===== config.mk =====
export PLATFORM = sky130hd
export DESIGN_NAME = exeStage
export DESIGN_NICKNAME = d
export VERILOG_FILES = /design/src/exePkg.sv /design/src/exeReg.sv /design/src/alu.sv /design/src/mduCtrl.sv /design/src/mduCounter.sv /design/src/mduDatapath.sv /design/src/hiLo.sv /design/src/exeStage.sv
export SDC_FILE = /design/constraint.sdc
export NUM_CORES = 2
export LEC_CHECK = 0
export ABC_AREA = 1
export BUFFER_PORTS_ARGS = -buffer_cell sky130_fd_sc_hd__buf_4
export CORE_ASPECT_RATIO = 1.25
export CORE_MARGIN = 3
export CORE_UTILIZATION = 50
export DETAILED_ROUTE_END_ITERATION = 12
export PLACE_DENSITY = 0.65
export SETUP_SLACK_MARGIN = 0.1
export SLEW_MARGIN = 0
export SYNTH_ARGS = -nofsm -noshare
export SYNTH_HDL_FRONTEND = slang
export SYNTH_HIERARCHICAL = 1
export SYNTH_SLANG_ARGS = --single-unit

===== constraint.sdc =====
create_clock -name clk -period 8.4 [get_ports clk]
set_input_delay 0.42 -clock clk [delete_from_list [all_inputs] [get_ports clk]]
set_output_delay 0.42 -clock clk [all_outputs]
set_load 0.02 [all_outputs]

===== src/exePkg.sv =====
`default_nettype none

package exePkg;

    typedef logic [31:0] dataT;   // data word
    typedef logic [4:0]  regIdxT; // register index
    typedef logic [4:0]  shamtT;  // shift amount

    typedef enum logic [4:0] {
        NOP,
        ADD,
        ADDU,
        SUB,
        SUBU,
        AND,
        OR,
        XOR,
        NOR,
        SLT,
        SLTU,
        SLL,
        SRL,
        SRA,
        LUI,
        MFHI,
        MFLO,
        MTHI,
        MTLO,
        MULT,
        MULTU,
        DIV,
        DIVU
    } aluOpE;

    // destination register source
    typedef enum logic [1:0] {
        RD,
        RT,
        R31
    } dstSelE;

    typedef enum logic [1:0] {
        IDLE,
        BUSY,
        DONE
    } mduStateE;

    // operands already resolved by bypass in ID
    typedef struct packed {
        dataT   busA;
        dataT   busB;
        dataT   imm;
        shamtT  shamt;
        regIdxT rt;
        regIdxT rd;
        aluOpE  aluOp;
        dstSelE dstSel;
        logic   srcAShamt; // A <= zero-extended shamt
        logic   srcBImm;   // B <= imm
        logic   regWr;
    } idExeT;

    typedef struct packed {
        dataT   result;
        regIdxT dst;
        logic   regWr;
        logic   overflow;
    } exeMemT;

endpackage

`default_nettype wire


===== src/exeReg.sv =====
`timescale 1ns/1ps
`default_nettype none

module exeReg (
    input  logic          clk,
    input  logic          rstN,
    input  logic          exeWr,
    input  logic          exeFlush,
    input  logic          mduStall,
    input  exePkg::idExeT idIn,
    output exePkg::idExeT cur
);

    import exePkg::*;

    logic isMdOp;

    assign isMdOp = cur.aluOp inside {MULT, MULTU, DIV, DIVU};

    // all-zero bundle is a bubble: NOP with regWr low
    always_ff @(posedge clk) begin
        if (!rstN) begin
            cur <= '0;
        end else if (exeFlush) begin
            cur <= '0;           // flush wins over write
        end else if (exeWr) begin
            cur <= idIn;
        end
    end

    // hazard unit must hold the stage while the MDU is running
    noWrDuringMdu: assert property (
        @(posedge clk) disable iff (!rstN)
        !(exeWr && mduStall && isMdOp)
    ) else $error("exeWr high while multiply/divide stalls the stage");

endmodule

`default_nettype wire


===== src/alu.sv =====
`timescale 1ns/1ps
`default_nettype none

module alu (
    input  exePkg::dataT  a,
    input  exePkg::dataT  b,
    input  exePkg::dataT  hi,
    input  exePkg::dataT  lo,
    input  exePkg::shamtT shamt,
    input  exePkg::aluOpE aluOp,
    output exePkg::dataT  result,
    output logic          overflow
);

    import exePkg::*;

    dataT sum;
    dataT diff;
    logic addOvf;
    logic subOvf;
    logic lessS;
    logic lessU;

    assign sum  = a + b;
    assign diff = a - b;

    // signed wrap: operands agree in sign and the result does not
    assign addOvf = (a[31] == b[31]) && (sum[31] != a[31]);
    assign subOvf = (a[31] != b[31]) && (diff[31] != a[31]);

    assign lessS = $signed(a) < $signed(b);
    assign lessU = a < b;

    always_comb begin
        result = '0;
        case (aluOp)
            ADD, ADDU: result = sum;
            SUB, SUBU: result = diff;
            AND:       result = a & b;
            OR:        result = a | b;
            XOR:       result = a ^ b;
            NOR:       result = ~(a | b);
            SLT:       result = {31'b0, lessS};
            SLTU:      result = {31'b0, lessU};
            SLL:       result = b << shamt;
            SRL:       result = b >> shamt;
            SRA:       result = $signed(b) >>> shamt;
            LUI:       result = {b[15:0], 16'b0};
            MFHI:      result = hi;
            MFLO:      result = lo;
            default:   result = '0; // NOP, MTHI/MTLO and MDU ops
        endcase
    end

    always_comb begin
        case (aluOp)
            ADD:     overflow = addOvf;
            SUB:     overflow = subOvf;
            default: overflow = 1'b0;
        endcase
    end

endmodule

`default_nettype wire


===== src/mduCtrl.sv =====
`timescale 1ns/1ps
`default_nettype none

module mduCtrl (
    input  logic          clk,
    input  logic          rstN,
    input  logic          exeWr,
    input  logic          exeFlush,
    input  logic          lastStep,
    input  exePkg::aluOpE aluOp,
    output logic          load,
    output logic          step,
    output logic          doneP,
    output logic          mduStall
);

    import exePkg::*;

    mduStateE state;
    mduStateE nextState;
    logic     isMdOp;

    assign isMdOp = aluOp inside {MULT, MULTU, DIV, DIVU};

    always_ff @(posedge clk) begin
        if (!rstN) begin
            state <= IDLE;
        end else begin
            state <= nextState;
        end
    end

    always_comb begin
        nextState = state;
        load      = 1'b0;
        step      = 1'b0;
        doneP     = 1'b0;
        mduStall  = 1'b0;
        case (state)
            IDLE: begin
                if (isMdOp) begin
                    mduStall = 1'b1;
                    if (!exeFlush) begin
                        load      = 1'b1;
                        nextState = BUSY;
                    end
                end
            end
            BUSY: begin
                step     = 1'b1;
                mduStall = 1'b1;
                if (exeFlush) begin
                    nextState = IDLE; // abort leaves HI/LO untouched
                end else if (lastStep) begin
                    doneP     = 1'b1; // HI/LO written at this edge
                    nextState = DONE;
                end
            end
            DONE: begin
                // wait for the op to leave so it is not restarted
                if (exeWr || exeFlush) begin
                    nextState = IDLE;
                end
            end
            default: nextState = IDLE;
        endcase
    end

    // the counter has to give exactly 32 steps per operation
    noEarlyDone: assert property (
        @(posedge clk) disable iff (!rstN)
        load |=> (!doneP) [*31]
    ) else $error("doneP before the 32nd step");

    doneOnTime: assert property (
        @(posedge clk) disable iff (!rstN)
        load ##1 (!exeFlush) [*32] |-> doneP
    ) else $error("doneP missing after 32 steps");

endmodule

`default_nettype wire


===== src/mduCounter.sv =====
`timescale 1ns/1ps
`default_nettype none

module mduCounter (
    input  logic clk,
    input  logic rstN,
    input  logic load,
    input  logic step,
    output logic lastStep
);

    logic [4:0] count;

    // 32 steps: 31 down to 0
    always_ff @(posedge clk) begin
        if (!rstN) begin
            count <= '0;
        end else if (load) begin
            count <= 5'd31;
        end else if (step) begin
            count <= count - 5'd1;
        end
    end

    assign lastStep = step && (count == 5'd0);

endmodule

`default_nettype wire


===== src/mduDatapath.sv =====
`timescale 1ns/1ps
`default_nettype none

module mduDatapath (
    input  logic          clk,
    input  logic          rstN,
    input  logic          load,
    input  logic          step,
    input  exePkg::dataT  a,
    input  exePkg::dataT  b,
    input  exePkg::aluOpE aluOp,
    output exePkg::dataT  hiRes,
    output exePkg::dataT  loRes
);

    import exePkg::*;

    logic        signedOp;
    logic        isDivOp;
    dataT        magA;
    dataT        magB;
    logic        isDiv;
    logic        negLo;     // product or quotient sign
    logic        negHi;     // remainder follows dividend
    logic [63:0] acc;       // mul {partial, multiplier}, div {rem, quot}
    dataT        opB;       // multiplicand or divisor magnitude
    logic [32:0] addSum;
    logic [32:0] subDiff;
    logic [63:0] accNext;
    logic [63:0] prod;
    dataT        quot;
    dataT        rem;

    assign signedOp = aluOp inside {MULT, DIV};
    assign isDivOp  = aluOp inside {DIV, DIVU};
    assign magA     = (signedOp && a[31]) ? -a : a;
    assign magB     = (signedOp && b[31]) ? -b : b;

    always_ff @(posedge clk) begin
        if (!rstN) begin
            isDiv <= 1'b0;
            negLo <= 1'b0;
            negHi <= 1'b0;
        end else if (load) begin
            isDiv <= isDivOp;
            negLo <= signedOp & (a[31] ^ b[31]);
            negHi <= signedOp & a[31];
        end
    end

    // low half starts as multiplier or dividend, the same word either way
    always_ff @(posedge clk) begin
        if (load) begin
            acc <= {32'b0, magA};
            opB <= magB;
        end else if (step) begin
            acc <= accNext;
        end
    end

    assign addSum  = {1'b0, acc[63:32]} + {1'b0, opB};
    assign subDiff = acc[63:31] - {1'b0, opB};

    always_comb begin
        if (isDiv) begin
            // restoring: keep the shifted remainder on borrow
            if (subDiff[32]) begin
                accNext = {acc[62:0], 1'b0};
            end else begin
                accNext = {subDiff[31:0], acc[30:0], 1'b1};
            end
        end else begin
            accNext = acc[0] ? {addSum, acc[31:1]} : {1'b0, acc[63:1]};
        end
    end

    // taken from accNext so the final step is included when doneP fires
    assign prod = negLo ? -accNext : accNext;
    assign quot = negLo ? -accNext[31:0] : accNext[31:0];
    assign rem  = negHi ? -accNext[63:32] : accNext[63:32];

    assign hiRes = isDiv ? rem : prod[63:32];
    assign loRes = isDiv ? quot : prod[31:0];

endmodule

`default_nettype wire


===== src/hiLo.sv =====
`timescale 1ns/1ps
`default_nettype none

module hiLo (
    input  logic         clk,
    input  logic         rstN,
    input  logic         hiWr,
    input  logic         loWr,
    input  logic         doneP,
    input  exePkg::dataT wrData,
    input  exePkg::dataT hiRes,
    input  exePkg::dataT loRes,
    output exePkg::dataT hi,
    output exePkg::dataT lo
);

    always_ff @(posedge clk) begin
        if (!rstN) begin
            hi <= '0;
            lo <= '0;
        end else if (doneP) begin
            hi <= hiRes;         // finished mul/div owns both
            lo <= loRes;
        end else begin
            if (hiWr) begin
                hi <= wrData;
            end
            if (loWr) begin
                lo <= wrData;
            end
        end
    end

endmodule

`default_nettype wire


===== src/exeStage.sv =====
`timescale 1ns/1ps
`default_nettype none

module exeStage (
    input  logic           clk,
    input  logic           rstN,
    input  logic           exeWr,
    input  logic           exeFlush,
    input  exePkg::idExeT  idIn,
    output exePkg::exeMemT exeOut,
    output logic           mduStall
);

    import exePkg::*;

    idExeT  cur;
    dataT   opA;
    dataT   opB;
    dataT   aluRes;
    logic   overflow;
    dataT   hi;
    dataT   lo;
    logic   load;
    logic   step;
    logic   doneP;
    logic   lastStep;
    dataT   hiRes;
    dataT   loRes;
    logic   hiWr;
    logic   loWr;
    regIdxT dst;

    exeReg u_exeReg (
        .clk      (clk),
        .rstN     (rstN),
        .exeWr    (exeWr),
        .exeFlush (exeFlush),
        .mduStall (mduStall),
        .idIn     (idIn),
        .cur      (cur)
    );

    assign opA = cur.srcAShamt ? {27'b0, cur.shamt} : cur.busA;
    assign opB = cur.srcBImm ? cur.imm : cur.busB;

    alu u_alu (
        .a        (opA),
        .b        (opB),
        .hi       (hi),
        .lo       (lo),
        .shamt    (opA[4:0]),  // amount from low bits of A
        .aluOp    (cur.aluOp),
        .result   (aluRes),
        .overflow (overflow)
    );

    mduCtrl u_mduCtrl (
        .clk      (clk),
        .rstN     (rstN),
        .exeWr    (exeWr),
        .exeFlush (exeFlush),
        .lastStep (lastStep),
        .aluOp    (cur.aluOp),
        .load     (load),
        .step     (step),
        .doneP    (doneP),
        .mduStall (mduStall)
    );

    mduCounter u_mduCounter (
        .clk      (clk),
        .rstN     (rstN),
        .load     (load),
        .step     (step),
        .lastStep (lastStep)
    );

    mduDatapath u_mduDatapath (
        .clk   (clk),
        .rstN  (rstN),
        .load  (load),
        .step  (step),
        .a     (cur.busA),
        .b     (cur.busB),
        .aluOp (cur.aluOp),
        .hiRes (hiRes),
        .loRes (loRes)
    );

    assign hiWr = (cur.aluOp == MTHI);
    assign loWr = (cur.aluOp == MTLO);

    hiLo u_hiLo (
        .clk    (clk),
        .rstN   (rstN),
        .hiWr   (hiWr),
        .loWr   (loWr),
        .doneP  (doneP),
        .wrData (cur.busA),
        .hiRes  (hiRes),
        .loRes  (loRes),
        .hi     (hi),
        .lo     (lo)
    );

    always_comb begin
        case (cur.dstSel)
            RT:      dst = cur.rt;
            R31:     dst = 5'd31;  // link register
            default: dst = cur.rd;
        endcase
    end

    assign exeOut.result   = aluRes;
    assign exeOut.dst      = dst;
    assign exeOut.regWr    = cur.regWr & ~overflow; // no writeback on overflow
    assign exeOut.overflow = overflow;

endmodule

`default_nettype wire


# Yosys cells after proc, flatten, opt, wreduce, memory -nomap -nowiden
# Index checks and enable logic that the tools add are counted.
# W data, S select, Z words.
# totals
regBits	291
inputBits	125
output_inout_bits	40
# classes
add_sub_neg	10
magnitude_cmp	2
n_eq_ne	34
shifts	3
n_mux	38
bitwise_logic	10
n_reduce_logical	18
# op_table
op	count
$mux W32	14
$pmux W32 S14	1
$mux W64	4
$neg A32 Y32	4
$lt A32 B32 Y1	2
$neg A64 Y64	1
$eq A5 B4 Y1 const B	8
$eq A5 B5 Y1 const B	7
$add A32 B32 Y33	1
$sub A33 B32 Y33	1
$add A32 B32 Y32	1
$and A32 B32 Y32	1
$not A32 Y32	1
$or A32 B32 Y32	1
$shl A32 B5 Y32	1
$shr A32 B5 Y32	1
$sshr A32 B5 Y32	1
$sub A32 B32 Y32	1
$xor A32 B32 Y32	1
$eq A5 B3 Y1 const B	4
$eq A5 B2 Y1 const B	2
$mux W2	5
$mux W5	2
$pmux W5 S2	1
23 further kinds	49

# Logic depth before layout (Yosys ltp)
# logic_depth
depth_word	7
depth_mapped	41
ltp_nobuf	41

# Hierarchy
# Netlist, hierarchy kept.
# by_module_without_submodules
mod	n_inst	cells_each	area_each_um2	seq_area_each_um2
mduDatapath	1	2382	13827.0	2622.5
alu	1	2353	11118.2	0.0
exeReg	1	527	4181.5	2422.3
hiLo	1	485	3039.2	1281.2
exeStage	1	207	1059.8	0.0
mduCounter	1	39	267.8	100.1
mduCtrl	1	28	157.7	40.0

# Worst setup path before layout
# OpenSTA, ideal clock, no wires.
# synth_timing
path_type	register to register
from	register u_mduDatapath.acc[31]
to	register u_hiLo.hi[30]
arrival_ps	3946
slack_ps	4344
stages_incl_launch_ff	42
n_path_buf	0
path_cell_list	edfxtp_1 -> inv_1 -> ha_1 -> inv_1 -> fa_1 -> nand2_1 -> nand2_1 -> nand3_2 -> nand2_4 -> nand2_2 -> nand2_4 -> nand2_4 -> nand2_4 -> nand2_4 -> nand2_4 -> nand2_1 -> nand2_2 -> inv_1 -> (+6 left out) -> nor2_4 -> nand3_2 -> nand2_2 -> nand2_2 -> a21oi_4 -> nand2_2 -> nor2_2 -> nand2_1 -> nor2_2 -> nand2_1 -> nand2_1 -> nand2_1 -> nand2_1 -> inv_1 -> nand2_1 -> nand3_1 -> nand2_1 -> inv_1
# synth_via
elab_chain_cells	7
word_cells_on_any_way	10
classes_between	3 x add/sub; 7 x mux
# synth_rtl
element	line	source
start, declared	mduDatapath.sv:25	logic [63:0] acc;
start signal, assigned	mduDatapath.sv:54	acc <= {32'b0, magA};
start signal, assigned	mduDatapath.sv:57	acc <= accNext;
$sub A33 B32 Y33	mduDatapath.sv:62	assign subDiff = acc[63:31] - {1'b0, opB};
$mux W64	mduDatapath.sv:67	if (subDiff[32]) begin
$mux W64	mduDatapath.sv:65	if (isDiv) begin
net u_mduDatapath.accNext[0]	mduDatapath.sv:29	logic [63:0] accNext;
$neg A64 Y64	mduDatapath.sv:78	assign prod = negLo ? -accNext : accNext;
$mux W64	mduDatapath.sv:78	
$mux W32	mduDatapath.sv:82	assign hiRes = isDiv ? rem : prod[63:32];
net hiRes[30]	exeStage.sv:27	dataT hiRes;
$mux W32	hiLo.sv:21	end else if (doneP) begin
end signal, assigned	hiLo.sv:22	hi <= hiRes;
end signal, assigned	hiLo.sv:26	hi <= wrData;
end, declared	hiLo.sv:13	output exePkg::dataT hi,
# The timed path passes the listed nets, and every way through them passes these cells.
# A chain may end at the register's enable or synchronous reset.

==> impl_metrics.ini <==
[outcome]
status = finished, final reports clean

[global_route]
grt.total_usage = 0.444
grt_pass1_wl_um = 236000
antenna_found_initial = 10
grt-ovfl-total = 0
grt_max_degree = 76
grt_pass1_vias = 38100

[logic_synthesis]
syn_avg_cell_area_sq_um = 5.59
syn_inst = 6021
synth-async-reset-ratio = 0
synth_flop_cell = dfxtp_1
yosysUniqueCellTypes = 63
synth-seq-cells = 291
seq_area_frac_synth = 0.192
syn_nets = 6317
netlist_area_sq_mm = 0.0337
yosysWarnings = 6
synth_edf_count = 64

[route]
avgRoutedWirePerCell_um = 23.6
drt_iter0_drc = 5067
drc = 0
routed_via_density = 5.92
postRouteAntennaNets = 0
first_pass_iters = 7
vias = 40900
finalWirelength_um = 163000

[pwr]
ir_drop_mv = 0.131
leakage_nw = 18.2
p_total_w = 0.00492
power.density_mw_per_mm2 = 136

[hold_path]
hold_path.class = input pin to register

[place]
io_buffers = 164
place_hpwl_um = 130000
gp_congestion = 1.07

[critical_path]
crit_family = buffers and inverters
cp.buffers_inverters = 5
slowest_stage = dfxtp_2
arrival_ns = 5.07
crit_path_start_kind = register
path_max_fanout = 39
required_ns = 7.98
path_cells = buf_4 -> nand2_2 -> o21ai_2 -> buf_4 -> inv_1 -> ha_1 -> inv_1 -> a21oi_1 -> nand3_1 -> a21oi_1 -> nand2_1 -> nand2_1 -> nand3_1 -> nand2_1 -> buf_4
cp_slowest_stage_delay_ns = 0.90
setup.worst_path.class = register to output port
end_kind = output port
rrSetupSlack_ns = 3.26

[floorplan]
dieArea_sq_mm = 0.0705
ios = 165
fp.coreArea_sq_mm = 0.0661
fp.dieW_um = 238
start_util = 0.509
num_rows = 105
die_y_um = 296

[final_layout]
drive_above_1_share = 0.0762
final_common_cell = nand2_1
most-common-layout-cells = nand2_1, inv_1, nand3_1
syn2layout_area_growth_pct = 7.81
nNetsFinal = 6319

[cts]
cts_tree = done
cts_buffer_depth = 3
h-tree-depth = 2
cts_hold_buffers = 0
cts.sinks = 291
path_clk_slew_ns = 0.07
root_buffer = clkbuf_16
cts_made_buffers = 35
insertion_delay_ns = 0.57
postCtsSetupBuffers = 0
cts_resized = 0

[sta]
max-slew-margin-rel = 0.262
fin_worst_skew_ns = 0.0278
hold_violations = 0
worst_slew_pin_slew_ns = 1.11
tns_ns = 0
finalCritPeriodShare = 0.653
rsz0062_at_grt = false
min_period_ns = 5.49
drv_slew = 0
fmax_mhz = 182
setup_violations = 0

[flow_run]
drv_cap = 0
==> kinds of logic (layout without fill, tap and decap cells) <==
kind of cell | after synthesis | in the layout | share of synthesized area
AO/OA/AOI/OAI | 786 | 786 | 0.131
XOR/XNOR | 120 | 120 | 0.0312
adder cells (fa/ha/maj) | 171 | 171 | 0.0645
buffers and inverters | 1115 | 1143 | 0.138
flip-flops | 291 | 291 | 0.192
multiplexers | 5 | 5 | 0.00149
other | 0 | 8 | 0
AND/OR/NAND/NOR | 3533 | 3533 | 0.442
==> stage by stage <==
| stage | setup slack, ns | hold slack (ns) | cells | utilization | area [sq um] |
|---|---|---|---|---|---|
| 2_1_floorplan | 4.34 | 0.439 | 6021 | - | 33700 |
| 3_3_place_gp | 3.47 | 0.451 | 6842 | 0.530 | 35000 |
| 3_5_place_dp | 3.36 | 0.453 | 6842 | 0.530 | 35000 |
| 4_1_cts | 3.13 | 0.118 | 6905 | 0.549 | 36300 |
| 5_1_grt | 2.69 | 0.133 | 6911 | 0.549 | 36300 |
| 6_report | 2.91 | 0.126 | 6913 | 0.549 | 36300 |
==> sequential cells by signal, summed over array words and instances (netlist names) <==
name and flops:
u_mduDatapath/acc 64, u_mduCtrl/state 2, u_mduDatapath/isDiv 1, u_hiLo/hi 32, u_hiLo/lo 32, u_mduDatapath/negHi 1
u_mduDatapath/opB 32, u_mduCounter/count 5, u_exeReg/cur 121, u_mduDatapath/negLo 1
==> power by group <==
group          total, W  internal (W)  switching, W
logic           0.00170      0.000484       0.00122
clock network   0.00167      0.000994      0.000680
registers       0.00154       0.00147     0.0000733
==> worst min-delay path, stage by stage <==
cell and delay [ns]:
buf_4 0.11, nand2_1 0.05, a21oi_1 0.05
==> synth_stat cells, types with 30 or more instances <==
master | n | share of area
nand2_1 | 2097 | 0.23
nand2_2 | 31 | 0.0058
nand4_1 | 58 | 0.011
a21oi_1 | 330 | 0.049
edfxtp_1 | 64 | 0.057
clkbuf_1 | 78 | 0.0087
xnor2_1 | 38 | 0.0099
o211ai_1 | 36 | 0.0080
nor2_2 | 30 | 0.0056
nor2_1 | 517 | 0.058
ha_1 | 167 | 0.062
o21ai_2 | 31 | 0.0081
inv_1 | 834 | 0.093
o21ai_0 | 260 | 0.039
xor2_1 | 82 | 0.021
o22ai_1 | 39 | 0.0073
nor3_1 | 49 | 0.0073
dfxtp_1 | 227 | 0.14
nand3_1 | 652 | 0.097
buf_2 | 100 | 0.015
==> path summary, 6_finish.rpt <==
| kind | cells past startpoint | from | endpoint |
|---|---|---|---|
| max | 15 | u_exeReg/cur[1] | exeOut[7] |
| max reg2reg | 41 | u_mduDatapath/acc[31] | u_hiLo/hi[26] |
| min reg2reg | 2 | u_exeReg/cur[30] | u_exeReg/cur[30] |
| min | 3 | idIn[105] | u_exeReg/cur[105] |
==> layout make-up <==
class                   count  area (sq um)
well taps                 856          1070
clock buffers              49          1040
inverters                 863          3240
repair buffers            217          1630
multi-input cells        4615         22600
diodes                      8          20.0
flip-flops and latches    291          6470
fillers                  7033         29800
clock inverters            14           186
==> per-layer routing <==
metal,global-route usage,part of all wire
met1,0.508,0.36
met2,0.738,0.45
met3,0.0685,0.087
met4,0.364,0.099
met5,0,0.000080
(Power assumes the default switching activity.)
